--- config.mk ---
export PLATFORM = sky130hd
export DESIGN_NAME = load_formatter
export DESIGN_NICKNAME = d
export VERILOG_FILES = /design/src/design/lsu_pkg.sv /design/src/design/load_formatter.sv
export SDC_FILE = /design/constraint.sdc
export NUM_CORES = 1
export LEC_CHECK = 0
export BUFFER_PORTS_ARGS = -buffer_cell sky130_fd_sc_hd__buf_2
export CAP_MARGIN = 25
export CORE_ASPECT_RATIO = 1.5
export CORE_MARGIN = 3
export CORE_UTILIZATION = 50
export DETAILED_ROUTE_END_ITERATION = 6
export PLACE_DENSITY = 0.82
export SKIP_CTS_REPAIR_TIMING = 1
export SLEW_MARGIN = 25
export SYNTH_ARGS = -nofsm -noshare
export SYNTH_HDL_FRONTEND = slang
export SYNTH_SLANG_ARGS = --single-unit
--- constraint.sdc ---
create_clock -name axi_aclk_i -period 2.7 [get_ports axi_aclk_i]
set_input_delay 0.405 -clock axi_aclk_i [delete_from_list [all_inputs] [get_ports axi_aclk_i]]
set_output_delay 0.405 -clock axi_aclk_i [all_outputs]
set_load 0.05 [all_outputs]
--- src/design/lsu_pkg.sv ---
package lsu_pkg;

	// widths of the single AXI4-Lite port
	localparam int AXI_ADDR_W = 32;
	localparam int AXI_DATA_W = 32;
	localparam int AXI_STRB_W = AXI_DATA_W / 8;

	// load/store opcodes as issued by the core
	typedef enum logic [2:0] {
		NONE = 3'd0,
		LB   = 3'd1,
		LH   = 3'd2,
		LW   = 3'd3,
		SB   = 3'd4,
		SH   = 3'd5,
		SW   = 3'd6
	} lsu_op_e;

	// one-cycle command strobe from the core
	typedef struct packed {
		lsu_op_e                 op;
		// byte address
		logic [AXI_ADDR_W-1:0]   addr;
		// store data in the low bits
		logic [AXI_DATA_W-1:0]   wdata;
	} lsu_cmd_t;

	// response back to the core
	typedef struct packed {
		// single-cycle pulse
		logic                    done;
		logic                    is_load;
		logic                    err;
		// sign-extended load value or zero for stores
		logic [AXI_DATA_W-1:0]   rdata;
	} lsu_rsp_t;

	// what the formatter needs to know about an outstanding load
	typedef struct packed {
		// 0001 byte, 0011 half, 1111 word
		logic [AXI_STRB_W-1:0]   size_mask;
		// byte lane inside the word
		logic [1:0]              offset;
		logic                    valid;
	} load_tag_t;

endpackage

--- src/design/load_formatter.sv ---
`timescale 1ns/1ps

module load_formatter (
	input  logic                            axi_aclk_i,
	input  logic                            axi_aresetn_i,
	input  lsu_pkg::load_tag_t              load_tag_i,
	input  logic                            r_done_i,
	input  logic                            b_done_i,
	input  logic                            resp_ok_i,
	input  logic [lsu_pkg::AXI_DATA_W-1:0]  rdata_i,
	output lsu_pkg::lsu_rsp_t               rsp_o
);

	import lsu_pkg::*;

	logic                  rd_fire;
	logic [AXI_DATA_W-1:0] lane;
	logic [AXI_DATA_W-1:0] load_val;
	logic                  done_q;
	logic                  is_load_q;
	logic                  err_q;
	logic [AXI_DATA_W-1:0] rdata_q;

	assign rd_fire = r_done_i && load_tag_i.valid;

	// bring the addressed lane down to bit 0, then sign-extend
	always_comb begin
		lane = rdata_i >> {load_tag_i.offset, 3'b000};
		case (load_tag_i.size_mask)
			4'b0001: load_val = {{(AXI_DATA_W-8){lane[7]}}, lane[7:0]};
			4'b0011: load_val = {{(AXI_DATA_W-16){lane[15]}}, lane[15:0]};
			default: load_val = lane;
		endcase
	end

	always_ff @(posedge axi_aclk_i) begin
		if (axi_aresetn_i)
			done_q <= 1'b0;
		else
			done_q <= rd_fire || b_done_i;
	end

	always_ff @(posedge axi_aclk_i) begin
		if (rd_fire) begin
			is_load_q <= 1'b1;
			err_q     <= !resp_ok_i;
			rdata_q   <= load_val;
		end else if (b_done_i) begin
			// stores report status only
			is_load_q <= 1'b0;
			err_q     <= !resp_ok_i;
			rdata_q   <= '0;
		end
	end

	assign rsp_o = '{done: done_q, is_load: is_load_q, err: err_q, rdata: rdata_q};

	// one transaction at a time, so the two channels never finish together
	one_done_a: assert property (@(posedge axi_aclk_i) disable iff (axi_aresetn_i)
		!(r_done_i && b_done_i));

	// a read completion always has a tag captured by the master
	tag_valid_a: assert property (@(posedge axi_aclk_i) disable iff (axi_aresetn_i)
		r_done_i |-> load_tag_i.valid);

endmodule

==> out/qor.yml <==
run_status:
  run_status: "finished, final reports clean"
layout:
  synthToLayoutAreaGrowth_pct: 21.93
  final_cell_mix: "buf_2 (78), edfxtp_1 (33), nand3_1 (16)"
  utilization: 0.6472
  n_antenna_cell: 0
  fin_nets: 277
  final-instance-count-excl-fill: 277
  mostFrequentLayoutCell: "buf_2"
  fin_area_sq_mm: 0.002449
  fill_cells: 321
  drive_gt1_frac: 0.4744
yosys:
  synth_cell_types: 34
  ys_warn_count: 0
  syn_nets: 208
  synth_area_sq_mm: 0.002008
  synthCells: 164
  synth-seq-cells: 35
  synthArstFlopShare: 0
  synth.avg_cell_area_sq_um: 12.24
  synth_edf_count: 33
  ys_seq_area_frac: 0.5134
  ys.flop_type: "edfxtp_1"
route:
  drc_errors: 0
  wl_per_cell_um: 17.17
  vias: 1609
  first_iter_violations: 74
  vias_per_cell: 5.809
  drt-total-wl_um: 4756
  ant_nets: 0
  firstDrtPassIters: 5
critical_path:
  cp.arrival_ns: 2.03
  crit_type: "in2reg"
  crit_required_ns: 2.82
  startpoint_type: "input port"
  endpoint_kind: "flip-flop"
  cp_max_fo: 34
placed_design:
  dpl.hpwl_um: 3595
  placed_area_sq_mm: 0.002367
  place_congestion: 0.8633
  place_ws_ns: 0.5383
  port_buffers: 78
  place_inst: 269
floorplanning:
  dieArea_sq_mm: 0.004829
  die_x_um: 57.75
  coreArea_sq_mm: 0.003784
  start_util: 0.5308
  fp.dieH_um: 83.62
  ios: 79
  std_cell_rows: 27
pwr:
  peakVddDrop_uv: 432.4
  p_leak_nw: 1.055
  power_mw: 1.408
  power_density_mw_per_mm2: 575.1
clocking:
  cts_tree: "yes"
  cts_sinks: 35
  htree_levels: 2
  cts_made_buffers: 5
  path_clk_slew_ns: 0.07
  clockBufferDepth: 2
  clock-root-buffer: "clkbuf_8"
  clk_latency_ns: 0.28
sta:
  fmax_mhz: 523.4
  hold_ws_ns: 0.2694
  setup_violations: 0
  hold_violations: 0
  worst_slack_ns: 0.7894
  rsz0062_at_grt: "no"
  tightestPinTransition_ns: 0.6968
  fin_crit_sh: 0.7076
  period_minus_slack_ns: 1.911
  report.final.slew_viol_count: 0
  maxSlewHeadroom: 0.5354
  tns_ns: 0
  clock_skew_ns: 0
hold_path:
  hp-class: "in2reg"
global_routing:
  gr-usage-all-layers: 0.2126
  grt_first_pass_wirelength_um: 7838
  grt_pass1_vias: 1597
  antenna_found_initial: 0
  grt_max_degree: 35
  grt_overflow: 0
job:
  drv_cap: 0
## cells in the mapped netlist (all sizes together) (2+ instances only)
master   count  area, sq um
buf         17        111.4
or4b         2        23.77
nor2b        9        56.30
nand3       16        80.08
inv          3        11.26
a211oi      14        105.1
mux2i        8        80.08
clkbuf       5        18.77
mux2         9        101.4
and2         2        12.51
a21oi        8        40.04
a2bb2oi      7        61.31
edfxtp      33        991.0
o21ai        2        10.00
dfxtp        2        40.04
o211ai      16        170.2
## cell type report
| cell class | instances | area, sq um | share of cell area |
|---|---|---|---|
| sequential | 35 | 1031 | 0.4211 |
| multi-input combinational | 104 | 835.8 | 0.3413 |
| timing repair buffer | 84 | 435.4 | 0.1778 |
| clock buffer | 7 | 76.32 | 0.03117 |
| tap | 43 | 53.80 | 0.02197 |
| inverter | 3 | 11.26 | 0.004599 |
| clock inverter | 1 | 5.005 | 0.002044 |
## sequential cells by signal, indices dropped and copies added (netlist names)
name       cells
rdata_q       32
done_q         1
err_q          1
is_load_q      1
## where the power goes
part | switching, mW | internal [mW]
Combinational | 0.286 | 0.107
Clock | 0.176 | 0.181
Sequential | 0.0119 | 0.647
Total | 0.473 | 0.935
## worst max-delay path: stages
cell and delay (ns):
buf_2 0.11, buf_4 0.33, nor2b_1 0.59, a32oi_1 0.19, buf_4 0.24, o211ai_1 0.17
## layer usage
layer,track usage,routed length (um),vias to the layer above
met4,0.1034,149,0
met1,0.2593,1696,743
met3,0.04954,383,10
li1,-,-,773
met5,0,0,-
met2,0.3447,2526,83
## path summary, 6_finish.rpt
kind	startpoint	end	slack (ns)	depth (start not counted)
setup / recovery	load_tag_i[1]	rdata_q[26]$_SDFFCE_PN0P_	0.79	6
hold / removal	axi_aresetn_i	done_q$_SDFF_PP0_	0.27	2
setup reg to reg	is_load_q$_SDFFE_PP1P_	is_load_q$_SDFFE_PP1P_	2.12	2
hold reg to reg	is_load_q$_SDFFE_PP1P_	is_load_q$_SDFFE_PP1P_	0.48	2
## logic make-up after synthesis
group,count (synthesis),synth area share
AOI/OAI and AO/OA,49,0.2006
xor gates and xnor gates,1,0.004362
buffers and inverters,25,0.07041
DFF,35,0.5134
muxes,18,0.1016
and+or+nand+nor,36,0.1097
No activity file was read; power rests on OpenSTA's default activity.
