File: src/design/lsu_pkg.sv
package lsu_pkg;

	// widths of the single AXI4-Lite port
	localparam int AXI_ADDR_W = 32;
	localparam int AXI_DATA_W = 32;
	localparam int AXI_STRB_W = AXI_DATA_W / 8;

	// load/store opcodes as issued by the core
	typedef enum logic [2:0] {
		NONE = 3'd0,
		LB   = 3'd1,
		LH   = 3'd2,
		LW   = 3'd3,
		SB   = 3'd4,
		SH   = 3'd5,
		SW   = 3'd6
	} lsu_op_e;

	// one-cycle command strobe from the core
	typedef struct packed {
		lsu_op_e                 op;
		// byte address
		logic [AXI_ADDR_W-1:0]   addr;
		// store data in the low bits
		logic [AXI_DATA_W-1:0]   wdata;
	} lsu_cmd_t;

	// response back to the core
	typedef struct packed {
		// single-cycle pulse
		logic                    done;
		logic                    is_load;
		logic                    err;
		// sign-extended load value or zero for stores
		logic [AXI_DATA_W-1:0]   rdata;
	} lsu_rsp_t;

	// what the formatter needs to know about an outstanding load
	typedef struct packed {
		// 0001 byte, 0011 half, 1111 word
		logic [AXI_STRB_W-1:0]   size_mask;
		// byte lane inside the word
		logic [1:0]              offset;
		logic                    valid;
	} load_tag_t;

endpackage

File: src/design/axi_lite_master.sv
`timescale 1ns/1ps

module axi_lite_master (
	input  logic                            axi_aclk_i,
	input  logic                            axi_aresetn_i,

	input  lsu_pkg::lsu_cmd_t               cmd_i,
	output logic                            busy_o,

	// read address / read data
	output logic [lsu_pkg::AXI_ADDR_W-1:0]  axi_araddr_o,
	output logic                            axi_arvalid_o,
	input  logic                            axi_arready_i,
	input  logic                            axi_rvalid_i,
	output logic                            axi_rready_o,
	input  logic [lsu_pkg::AXI_DATA_W-1:0]  axi_rdata_i,
	input  logic                            axi_rresp_i,

	// write address / write data / response
	output logic [lsu_pkg::AXI_ADDR_W-1:0]  axi_awaddr_o,
	output logic                            axi_awvalid_o,
	input  logic                            axi_awready_i,
	output logic [lsu_pkg::AXI_DATA_W-1:0]  axi_wdata_o,
	output logic [lsu_pkg::AXI_STRB_W-1:0]  axi_wstrb_o,
	output logic                            axi_wvalid_o,
	input  logic                            axi_wready_i,
	input  logic                            axi_bvalid_i,
	output logic                            axi_bready_o,
	input  logic                            axi_bresp_i,

	// towards the load formatter
	output lsu_pkg::load_tag_t              load_tag_o,
	output logic                            r_done_o,
	output logic                            b_done_o,
	output logic                            resp_ok_o,
	output logic [lsu_pkg::AXI_DATA_W-1:0]  rdata_o
);

	import lsu_pkg::*;

	typedef enum logic [1:0] {
		IDLE  = 2'd0,
		READ  = 2'd1,
		WRITE = 2'd2
	} state_e;

	state_e                state_q;
	logic                  is_rd;
	logic                  is_wr;
	logic                  accept;
	logic [AXI_STRB_W-1:0] size_mask;
	logic [AXI_ADDR_W-1:0] addr_q;
	logic                  tag_valid_q;
	logic [AXI_STRB_W-1:0] tag_size_q;
	logic [1:0]            tag_offset_q;
	logic                  ar_hs;
	logic                  aw_hs;

	// opcode decode
	always_comb begin
		is_rd = 1'b0;
		is_wr = 1'b0;
		size_mask = '0;
		case (cmd_i.op)
			LB: begin
				is_rd = 1'b1;
				size_mask = 4'b0001;
			end
			LH: begin
				is_rd = 1'b1;
				size_mask = 4'b0011;
			end
			LW: begin
				is_rd = 1'b1;
				size_mask = 4'b1111;
			end
			SB: begin
				is_wr = 1'b1;
				size_mask = 4'b0001;
			end
			SH: begin
				is_wr = 1'b1;
				size_mask = 4'b0011;
			end
			SW: begin
				is_wr = 1'b1;
				size_mask = 4'b1111;
			end
			default: begin
			end
		endcase
	end

	// new commands only land while idle
	assign accept = (state_q == IDLE) && (is_rd || is_wr);
	assign ar_hs  = axi_arvalid_o && axi_arready_i;
	assign aw_hs  = axi_awvalid_o && axi_awready_i && axi_wvalid_o && axi_wready_i;

	always_ff @(posedge axi_aclk_i) begin
		if (axi_aresetn_i) begin
			state_q       <= IDLE;
			axi_arvalid_o <= 1'b0;
			axi_awvalid_o <= 1'b0;
			axi_wvalid_o  <= 1'b0;
			axi_rready_o  <= 1'b0;
			axi_bready_o  <= 1'b0;
			tag_valid_q   <= 1'b0;
		end else begin
			// always ready for responses once out of reset
			axi_rready_o <= 1'b1;
			axi_bready_o <= 1'b1;
			case (state_q)
				IDLE: begin
					if (accept && is_rd) begin
						state_q       <= READ;
						axi_arvalid_o <= 1'b1;
						tag_valid_q   <= 1'b1;
					end else if (accept) begin
						state_q       <= WRITE;
						axi_awvalid_o <= 1'b1;
						axi_wvalid_o  <= 1'b1;
					end
				end
				READ: begin
					if (ar_hs)
						axi_arvalid_o <= 1'b0;
					if (r_done_o) begin
						state_q     <= IDLE;
						tag_valid_q <= 1'b0;
					end
				end
				WRITE: begin
					// aw and w complete together
					if (aw_hs) begin
						axi_awvalid_o <= 1'b0;
						axi_wvalid_o  <= 1'b0;
					end
					if (b_done_o)
						state_q <= IDLE;
				end
				default: state_q <= IDLE;
			endcase
		end
	end

	// address, lane-shifted data and strobes
	always_ff @(posedge axi_aclk_i) begin
		if (accept) begin
			addr_q       <= cmd_i.addr;
			axi_wdata_o  <= cmd_i.wdata << {cmd_i.addr[1:0], 3'b000};
			axi_wstrb_o  <= size_mask << cmd_i.addr[1:0];
			tag_size_q   <= size_mask;
			tag_offset_q <= cmd_i.addr[1:0];
		end
	end

	assign axi_araddr_o = addr_q;
	assign axi_awaddr_o = addr_q;
	assign busy_o       = (state_q != IDLE);

	assign load_tag_o = '{size_mask: tag_size_q, offset: tag_offset_q, valid: tag_valid_q};

	// raw channel events for the formatter
	assign r_done_o  = axi_rvalid_i && axi_rready_o && (state_q == READ);
	assign b_done_o  = axi_bvalid_i && axi_bready_o && (state_q == WRITE);
	assign resp_ok_o = r_done_o ? axi_rresp_i : axi_bresp_i;
	assign rdata_o   = axi_rdata_i;

	// read request must not change or drop before the slave takes it
	ar_stable_a: assert property (@(posedge axi_aclk_i) disable iff (axi_aresetn_i)
		(axi_arvalid_o && !axi_arready_i) |=> (axi_arvalid_o && $stable(axi_araddr_o)));

endmodule

File: config.mk
export PLATFORM = sky130hd
export DESIGN_NAME = axi_lite_master
export DESIGN_NICKNAME = d
export VERILOG_FILES = /design/src/design/lsu_pkg.sv /design/src/design/axi_lite_master.sv
export SDC_FILE = /design/constraint.sdc
export NUM_CORES = 1
export LEC_CHECK = 0
export BUFFER_PORTS_ARGS = -buffer_cell sky130_fd_sc_hd__clkbuf_2
export CORE_AREA = 2 2 100 102
export CTS_CLUSTER_DIAMETER = 30
export DETAILED_ROUTE_END_ITERATION = 10
export DIE_AREA = 0 0 102 104
export PLACE_DENSITY = 0.75
export REMOVE_ABC_BUFFERS = 1
export SYNTH_ARGS = -nofsm -noshare
export SYNTH_HDL_FRONTEND = slang
export SYNTH_SLANG_ARGS = --single-unit
export TNS_END_PERCENT = 10
File: constraint.sdc
create_clock -name axi_aclk_i -period 9.1 [get_ports axi_aclk_i]
set_input_delay 0.455 -clock axi_aclk_i [delete_from_list [all_inputs] [get_ports axi_aclk_i]]
set_output_delay 0.455 -clock axi_aclk_i [all_outputs]
set_load 0.01 [all_outputs]
==> results_dict.tcl, run 1 <==
set metrics [dict create \
    fp.dieH_um 104 \
    cts_tree "built" \
    hpwlAfterDp_um 7460 \
    end_kind "primary output" \
    reg2reg_slack_ns 7.08 \
    drv_slew 0 \
    cpLargestDelayFamily "flip-flops" \
    peakVddDrop_mv 0.0862 \
    synth_top_area_cell "edfxtp_1" \
    grt_max_degree 70 \
    hold_depth 1 \
    reg2reg_to "axi_wstrb_o[0]$_SDFFCE_PP0P_" \
    grt_first_pass_wirelength_um 13500 \
    crit_fanout 6 \
    power_density_mw_per_mm2 216 \
    ys_seq_area_share_pct 62.1 \
    ff2ff_path_depth 4 \
    synth_cells 282 \
    dr_total_vias 2501 \
    slowest_delay_ns 0.40 \
    crit_type "reg -> out" \
    drive_gt1_share_pct 51.6 \
    finalInstanceArea_mm2 0.00438 \
    ys_seq_elements 77 \
    design.core.area_mm2 0.00955 \
    die_x_um 102 \
    antenna_cells 0 \
    finalSetupTns_ns 0 \
    cts_setup_buffers 0 \
    synth_compound_area_share_pct 7.35 \
    drv_cap 0 \
    crit_required_ns 8.65 \
    track_usage_pct 17.8 \
    antenna_found_initial 0 \
    yosys.cell_types.count 33 \
    netlist_area_mm2 0.00363 \
    cp_cell_sequence "inv_1 -> nor3_2 -> mux2_2 -> clkbuf_2" \
    ys_top_cells_by_area "edfxtp_1, buf_4, mux2i_1, dfxtp_1, a211oi_1" \
    cts_hold_buf 0 \
    yosysTopAreaCellShare_pct 58.8 \
    gp_congestion 0.776 \
    clk_latency_ns 0.35 \
    synth_top_family_by_area "buffers and inverters" \
    setup_viol 0 \
    rows 36 \
    post_drt_wl_per_cell_um 17.9 \
    grt_setup_unrepaired "false" \
    synth_area_per_cell_um2 12.9 \
    final_cell_mix "clkbuf_2, edfxtp_1, mux2i_1" \
    slowest_stage "dfxtp_1" \
    tightest_slew_ns 1.01 \
    cts_buffer_depth 2 \
    r2r-start "state_q[1]$_SDFFE_PP0P_" \
    htree_levels 3 \
    crit_buf_inv 2 \
    post_cts_resized 0 \
    initial_utilization_pct 38.0 \
    status "finished clean" \
    io_buffers 191 \
    grt_overflow 0 \
    drtIter0Drc 68 \
    nNetsFinal 512 \
    placed_area_mm2 0.00417 \
    drt-pass1-iter-count 4 \
    min_period_over_period_pct 22.2 \
    cts_buffers 9 \
    final_common_cell "clkbuf_2" \
    hold_class "in -> reg" \
    clock-sinks 77 \
    pre_cts_ws_ns 6.84 \
    grt_pass1_vias 2399 \
    skew_ns 0.00770 \
    clk_pin_slew_ns 0.08 \
    drc_errors 0 \
    die-area_mm2 0.0106 \
    worstHoldStart "cmd_i[47]" \
    synthXorXnorAreaFrac_pct 0.483 \
    yosysWarnings 0 \
    timing.slew.headroom_pct 32.9 \
    vias_per_cell 4.61 \
    p_leak_nw 2.00 \
    hold_violations 0 \
    max_clock_freq_ghz 0.495 \
    fillers 887 \
    post-route-worst-setup-slack_ns 7.08 \
    synthMuxAreaShare_pct 4.73 \
    pin_count 256 \
    cts_root_buf "clkbuf_8" \
    wl_um 9700 \
    worstSetupStartpointType "flop" \
    synthAdderAreaFrac_pct 0.276 \
    cp.arrival_ns 1.57 \
    period_minus_slack_ns 2.02 \
    ant_nets 0 \
    syn_to_final_growth_pct 20.8 \
    hold_path_end "axi_araddr_o[15]$_DFFE_PP_" \
    synth-simple-area-share_pct 7.94 \
]
cells by family (layout without fill, tap and decap cells):
family	count (synthesis)	after routing
XOR/XNOR	2	2
AO/OA/AOI/OAI	41	41
AND/OR/NAND/NOR	57	57
multiplexers	17	17
buffers and inverters	87	214
flip-flops	77	77
adder cells (fa/ha/maj)	1	1
through the flow:
stage	total power [mW]	util, %	hold WS [ns]	cells
3_5_place_dp	0.678	43.6	0.472	526
3_3_place_gp	0.674	43.6	0.462	526
2_1_floorplan	0.571	-	0.470	201
4_1_cts	0.958	45.9	0.257	542
6_report	0.948	45.9	0.273	542
5_1_grt	0.993	45.9	0.256	542
routing by layer:
layer  global-route usage [%]  part of all wire, %  wire length, µm
met3                     10.1                   13             1250
met5                     6.15                    0                0
met1                     19.9                   39             3770
met4                     8.19                  2.7              257
met2                     26.6                   46             4420
cells in the mapped netlist:
cell type / n
a211oi_1: 11
a21o_1: 1
a21oi_1: 12
a22oi_1: 1
a311oi_1: 1
a31oi_1: 1
and2_1: 10
and2b_1: 1
buf_1: 1
buf_2: 4
buf_4: 73
buf_6: 2
clkbuf_1: 1
dfxtp_1: 6
edfxtp_1: 71
inv_1: 6
maj3_1: 1
mux2_2: 1
mux2i_1: 16
nand2_1: 15
nand2b_1: 1
nand3_1: 2
nor2_1: 13
nor2b_1: 11
nor3_1: 1
nor3_2: 1
o21a_1: 1
o21ai_0: 8
o21bai_4: 1
o22ai_1: 2
o31ai_1: 2
or3_1: 2
xor2_1: 2
worst reg2reg max path, cell delays in order, from the launching register on:
cell and delay, ns:
dfxtp_1 0.40, nor2_1 0.23, inv_1 0.13, nor2_4 0.13, buf_4 0.67
power by group:
part | internal [mW] | switching [mW] | leakage, nW
Clock | 0.154 | 0.126 | 0.110
Combinational | 0.0736 | 0.116 | 1.13
Sequential | 0.455 | 0.0232 | 0.755
Total | 0.683 | 0.265 | 2.00
state kept, by name, summed over array words and instances (netlist names):
register       flops
axi_arvalid_o      1
axi_araddr_o      32
axi_wdata_o       32
state_q            2
axi_wvalid_o       1
axi_bready_o       1
tag_valid_q        1
axi_wstrb_o        4
tag_size_q         3
how the worst max path moves through the flow:
| stage | from | to | cells after the start |
|---|---|---|---|
| floorplan | cmd_i[65] | axi_araddr_o[0]$_DFFE_PP_ | 3 |
| global placement | cmd_i[32] | axi_wdata_o[17]$_DFFE_PP_ | 4 |
| detailed placement | cmd_i[65] | axi_araddr_o[13]$_DFFE_PP_ | 5 |
| CTS | state_q[0]$_SDFFE_PP0P_ | resp_ok_o | 4 |
| global route | state_q[1]$_SDFFE_PP0P_ | axi_wdata_o[16]$_DFFE_PP_ | 4 |
| finish | state_q[0]$_SDFFE_PP0P_ | resp_ok_o | 4 |
layout make-up:
class | count | area (µm²) | share of cell area, %
Sequential cell | 77 | 2250 | 51.4
Timing Repair Buffer | 192 | 963 | 22.0
Multi-Input combinational cell | 118 | 761 | 17.4
Tap cell | 133 | 166 | 3.80
Clock buffer | 10 | 128 | 2.91
Clock inverter | 6 | 87.6 | 2.00
Inverter | 6 | 22.5 | 0.514
Note: power is estimated with default switching activity, not from simulation.
==> run 2: changes to the inputs <==
--- a/config.mk
+++ b/config.mk
@@ -5,6 +5,7 @@
 export SDC_FILE = /design/constraint.sdc
 export NUM_CORES = 1
 export LEC_CHECK = 0
+export ABC_AREA = 1
 export BUFFER_PORTS_ARGS = -buffer_cell sky130_fd_sc_hd__clkbuf_2
 export CORE_AREA = 2 2 100 102
 export CTS_CLUSTER_DIAMETER = 30
==> constraint.sdc (replaced) <==
create_clock -name axi_aclk_i -period 1.9 [get_ports axi_aclk_i]
set_input_delay 0.095 -clock axi_aclk_i [delete_from_list [all_inputs] [get_ports axi_aclk_i]]
set_output_delay 0.095 -clock axi_aclk_i [all_outputs]
set_load 0.01 [all_outputs]
==> results_dict.tcl, run 2 <==
set metrics [dict create \
    final_cell_mix "clkbuf_2, edfxtp_1, nand2_1" \
    clock-sinks 77 \
    grt_setup_unrepaired "false" \
    fillers 871 \
    netlist_area_mm2 0.00364 \
    grt_pass1_vias 2635 \
    min_period_over_period_pct 80.3 \
    yosys.cell_types.count 25 \
    max_clock_freq_ghz 0.656 \
    finalSetupTns_ns 0 \
    post_drt_wl_per_cell_um 17.4 \
    crit_type "reg -> out" \
    status "finished clean" \
    gp_congestion 0.721 \
    cp.arrival_ns 1.43 \
    power_density_mw_per_mm2 920 \
    syn_to_final_growth_pct 30.0 \
    pin_count 256 \
    setup_viol 0 \
    cp_cell_sequence "inv_1 -> nor2_1 -> nand3_1 -> inv_1 -> nand2_1 -> nand2_1 -> clkbuf_2" \
    placed_area_mm2 0.00420 \
    ant_nets 0 \
    antenna_found_initial 1 \
    cts_root_buf "clkbuf_8" \
    tightest_slew_ns 0.525 \
    hpwlAfterDp_um 8150 \
    yosysTopAreaCellShare_pct 58.6 \
    drtIter0Drc 140 \
    clk_latency_ns 0.35 \
    clk_pin_slew_ns 0.08 \
    initial_utilization_pct 38.1 \
    fp.dieH_um 104 \
    hold_depth 4 \
    grt_first_pass_wirelength_um 14600 \
    timing.slew.headroom_pct 64.9 \
    holdWs_ns 0.0217 \
    hold_violations 0 \
    synthArstFlopShare_pct 0 \
    placedCellCount 561 \
    crit_required_ns 1.80 \
    peakVddDrop_mv 0.321 \
    end_kind "primary output" \
    grt_max_degree 72 \
    ys_top_cells_by_area "edfxtp_1, buf_4, nand2_1, dfxtp_1, nor2_1" \
    skew_ns 0.00742 \
    final_common_cell "clkbuf_2" \
    io_buffers 191 \
    htree_levels 3 \
    synthTopCellsByCount "buf_4, edfxtp_1, nand2_1, nor2_1, inv_1" \
    cts_buffer_depth 2 \
    track_usage_pct 19.2 \
    finalInstanceArea_mm2 0.00473 \
    period_minus_slack_ns 1.53 \
    die_x_um 102 \
    nNetsFinal 578 \
    cts_tree "built" \
    crit_fanout 4 \
    worstSetupStartpointType "flop" \
    synth_edf_count 71 \
    yosysWarnings 0 \
    cts_buffers 9 \
    synth_area_per_cell_um2 11.5 \
    p_leak_nw 2.19 \
    antenna_cells 0 \
    ff2ff_path_depth 4 \
    vias_per_cell 4.63 \
    drv_slew 0 \
    hold_class "in -> reg" \
    drive_gt1_share_pct 47.8 \
    drt-pass1-iter-count 4 \
    grt_overflow 0 \
    finalNonFillerCells 608 \
    post-route-worst-setup-slack_ns 0.375 \
    slowest_delay_ns 0.31 \
    slowest_stage "dfxtp_1" \
    die-area_mm2 0.0106 \
    synthFlopType "edfxtp_1" \
    synth_top_area_cell "edfxtp_1" \
    wl_um 10600 \
    dr_total_vias 2817 \
    rows 36 \
    drc_errors 0 \
    synth_cells 316 \
    pre_cts_ws_ns 0.456 \
    design.core.area_mm2 0.00955 \
    drv_cap 0 \
    cts_setup_buffers 0 \
    ys_seq_area_share_pct 61.9 \
    ys_seq_elements 77 \
]
[run 2: layout make-up]
cell class	count	area, µm²	area share [%]
inverter	18	67.6	1.43
clock inverter	6	87.6	1.85
tap	133	166	3.52
multi-input combinational	139	711	15.0
timing repair buffer	225	1310	27.8
clock buffer	10	128	2.70
sequential	77	2250	47.7
[run 2: final timing paths]
kind                                                  from                          to  slack, ns
worst max register to register     state_q[0]$_SDFFE_PP0P_   axi_wdata_o[31]$_DFFE_PP_       0.44
worst min register to register  axi_arvalid_o$_SDFFE_PP0P_  axi_arvalid_o$_SDFFE_PP0P_       0.49
worst min-delay path                         axi_arready_i  axi_arvalid_o$_SDFFE_PP0P_       0.02
worst max-delay path               state_q[0]$_SDFFE_PP0P_                   resp_ok_o       0.37
[run 2: routing by layer]
layer | up-vias | part of all wire, % | global-route usage (%)
met1 | 1292 | 36 | 20.5
met5 | - | 0.61 | 3.59
li1 | 1323 | - | -
met2 | 180 | 49 | 30.9
met3 | 18 | 11 | 9.95
met4 | 4 | 3.0 | 8.57
[run 2: report_power, final]
part / total, mW / internal, mW / switching [mW]
sequential: 2.18 / 2.10 / 0.0811
combinational: 0.827 / 0.342 / 0.485
clock: 1.34 / 0.740 / 0.601
[run 2: cells by family after synthesis]
logic type	count (synthesis)	share of synthesized area (%)
AOI/OAI and AO/OA	47	8.67
buffers and inverters	100	18.9
DFF	77	61.9
and+or+nand+nor	92	10.5
[run 2: repair_timing]
action / CTS / global route
resized for setup: 0 / 0
hold endpoints to repair: 35 / 0
hold buffers: 31 / 0
[run 2: through the flow]
stage | power (mW) | utilization, %
after floorplan | 2.57 | -
after global placement | 2.98 | 44.0
after detailed placement | 3.00 | 44.0
after CTS | 4.38 | 49.5
after global routing | 4.53 | 49.5
final | 4.35 | 49.5
[run 2: critical path, delay by kind of cell, from the launching register on]
family                 cells  cell delay (ns)
DFF                        1             0.31
buffers and inverters      3             0.30
and+or+nand+nor            4             0.48
==> run 3: changes to the inputs <==
==> constraint.sdc (replaced) <==
create_clock -name axi_aclk_i -period 1.5 [get_ports axi_aclk_i]
set_input_delay 0.075 -clock axi_aclk_i [delete_from_list [all_inputs] [get_ports axi_aclk_i]]
set_output_delay 0.075 -clock axi_aclk_i [all_outputs]
set_load 0.01 [all_outputs]
==> results_dict.tcl, run 3 (synthesis gave the netlist of run 2 again) <==
set metrics [dict create \
    p_clk_share_pct 31.9 \
    cts_root_buf "clkbuf_8" \
    htree_levels 3 \
    grt_first_pass_wirelength_um 15300 \
    ant_nets 0 \
    vias_per_cell 4.68 \
    regArea_mm2 0.00225 \
    design.core.area_mm2 0.00955 \
    status "finished clean" \
    nNetsFinal 587 \
    cts_buffer_depth 2 \
    p_leak_nw 2.25 \
    period_minus_slack_ns 1.44 \
    finalInstanceArea_mm2 0.00488 \
    post_drt_wl_per_cell_um 18.1 \
    tightest_slew_ns 0.514 \
    io_buffers 191 \
    p_int_mw 4.26 \
    grt_max_degree 46 \
    crit_start "state_q[0]$_SDFFE_PP0P_" \
    drive_gt1_share_pct 47.9 \
    power_density_mw_per_mm2 1180 \
    initial_utilization_pct 38.1 \
    final_common_cell "clkbuf_2" \
    power_frac_comb_pct 19.9 \
    antenna_cells 0 \
    clk_pin_slew_ns 0.08 \
    die-area_mm2 0.0106 \
    p_seq_share_pct 48.1 \
    clk_latency_ns 0.35 \
    pre_cts_ws_ns 0.106 \
    min_period_over_period_pct 96.3 \
    swShare_pct 25.9 \
    rows 36 \
    crit_required_ns 1.42 \
    hold_violations 0 \
    placed_area_mm2 0.00423 \
    cts_buffers 9 \
    dr_total_vias 2889 \
    setup_viol 0 \
    max_clock_freq_ghz 0.692 \
    gp_congestion 0.748 \
    die_x_um 102 \
    grt_pass1_vias 2689 \
    skew_ns 0.0125 \
    crit_type "reg -> out" \
    p_total_mw 5.74 \
    drv_cap 0 \
    multi_input_area_um2 723 \
    p_sw_mw 1.49 \
    cp.arrival_ns 1.37 \
    track_usage_pct 20.4 \
    hpwlAfterDp_um 8140 \
    fillers 848 \
    pin_count 256 \
    antenna_found_initial 2 \
    syn_to_final_growth_pct 34.1 \
    timing.slew.headroom_pct 65.7 \
    drt-pass1-iter-count 5 \
    drc_errors 0 \
    cts_tree "built" \
    grt_overflow 0 \
    crit_fanout 4 \
    worstSetupStartpointType "flop" \
    drv_slew 0 \
    worstHoldStart "axi_bvalid_i" \
    clock-sinks 77 \
    grt_setup_unrepaired "true" \
    post-route-worst-setup-slack_ns 0.0557 \
    fp.dieH_um 104 \
    drtIter0Drc 259 \
    hold_class "in -> reg" \
    peakVddDrop_mv 0.438 \
    end_kind "primary output" \
    final_cell_mix "clkbuf_2, edfxtp_1, nand2_1" \
    wl_um 11200 \
    r2r-start "state_q[0]$_SDFFE_PP0P_" \
]
run 3: path summary, 6_finish.rpt:
| check | to | slack [ns] | cells after the start |
|---|---|---|---|
| setup / recovery | resp_ok_o | 0.06 | 7 |
| hold / removal | state_q[1]$_SDFFE_PP0P_ | 0.03 | 4 |
| setup reg to reg | axi_wdata_o[4]$_SDFFCE_PP0P_ | 0.06 | 5 |
| hold reg to reg | tag_valid_q$_SDFFE_PP0P_ | 0.48 | 2 |
run 3: area by class of cell:
cell class,count,share of cell area (%)
multi-input combinational,139,14.8
clock buffer,11,2.69
inverter,18,1.39
timing repair buffer,234,29.5
sequential,77,46.2
clock inverter,5,2.03
tap,133,3.41
run 3: power groups by stage:
stage | Sequential [mW] | Clock, mW | Combinational (mW)
2_1_floorplan | 3.01 | 0 | 0.246
5_1_grt | 2.79 | 1.95 | 1.25
3_3_place_gp | 2.80 | 0 | 0.989
4_1_cts | 2.76 | 1.86 | 1.09
3_5_place_dp | 2.81 | 0 | 1.01
6_report | 2.76 | 1.83 | 1.15
run 3: routing by layer:
layer	up-vias	GRT usage, %	share of wire [%]	wire length, µm
li1	1334	-	-	-
met1	1331	20.9	35	3920
met2	189	34.4	51	5690
met3	27	9.68	10	1120
met4	8	8.86	3.1	352
met5	-	5.13	0.92	103
run 3: critical path, stage by stage, from the launching register on:
cell,delay [ns]
dfxtp_1,0.32
inv_1,0.09
nor2_4,0.13
nand3_2,0.10
inv_1,0.11
nand2_1,0.05
nand2_1,0.09
clkbuf_2,0.14
run 3: per-stage QoR:
step	instances	utilization [%]	hold slack, ns	TNS (ns)
2_1_floorplan	234	-	0.144	-225.61
3_3_place_gp	563	44.3	0.150	0
4_1_cts	614	50.4	0.0123	0
3_5_place_dp	563	44.3	0.150	0
5_1_grt	617	51.1	0.0269	-0.0411
6_report	617	51.1	0.0342	0
run 3: what timing repair did:
| action | 4_1_cts | 5_1_grt |
|---|---|---|
| endpoints found under the hold margin | 36 | 0 |
| setup endpoints to repair | 1 | 1 |
| cloned | 0 | 2 |
| hold buffers | 35 | 0 |
| buffers inserted | 0 | 1 |
| resized for setup | 1 | 2 |
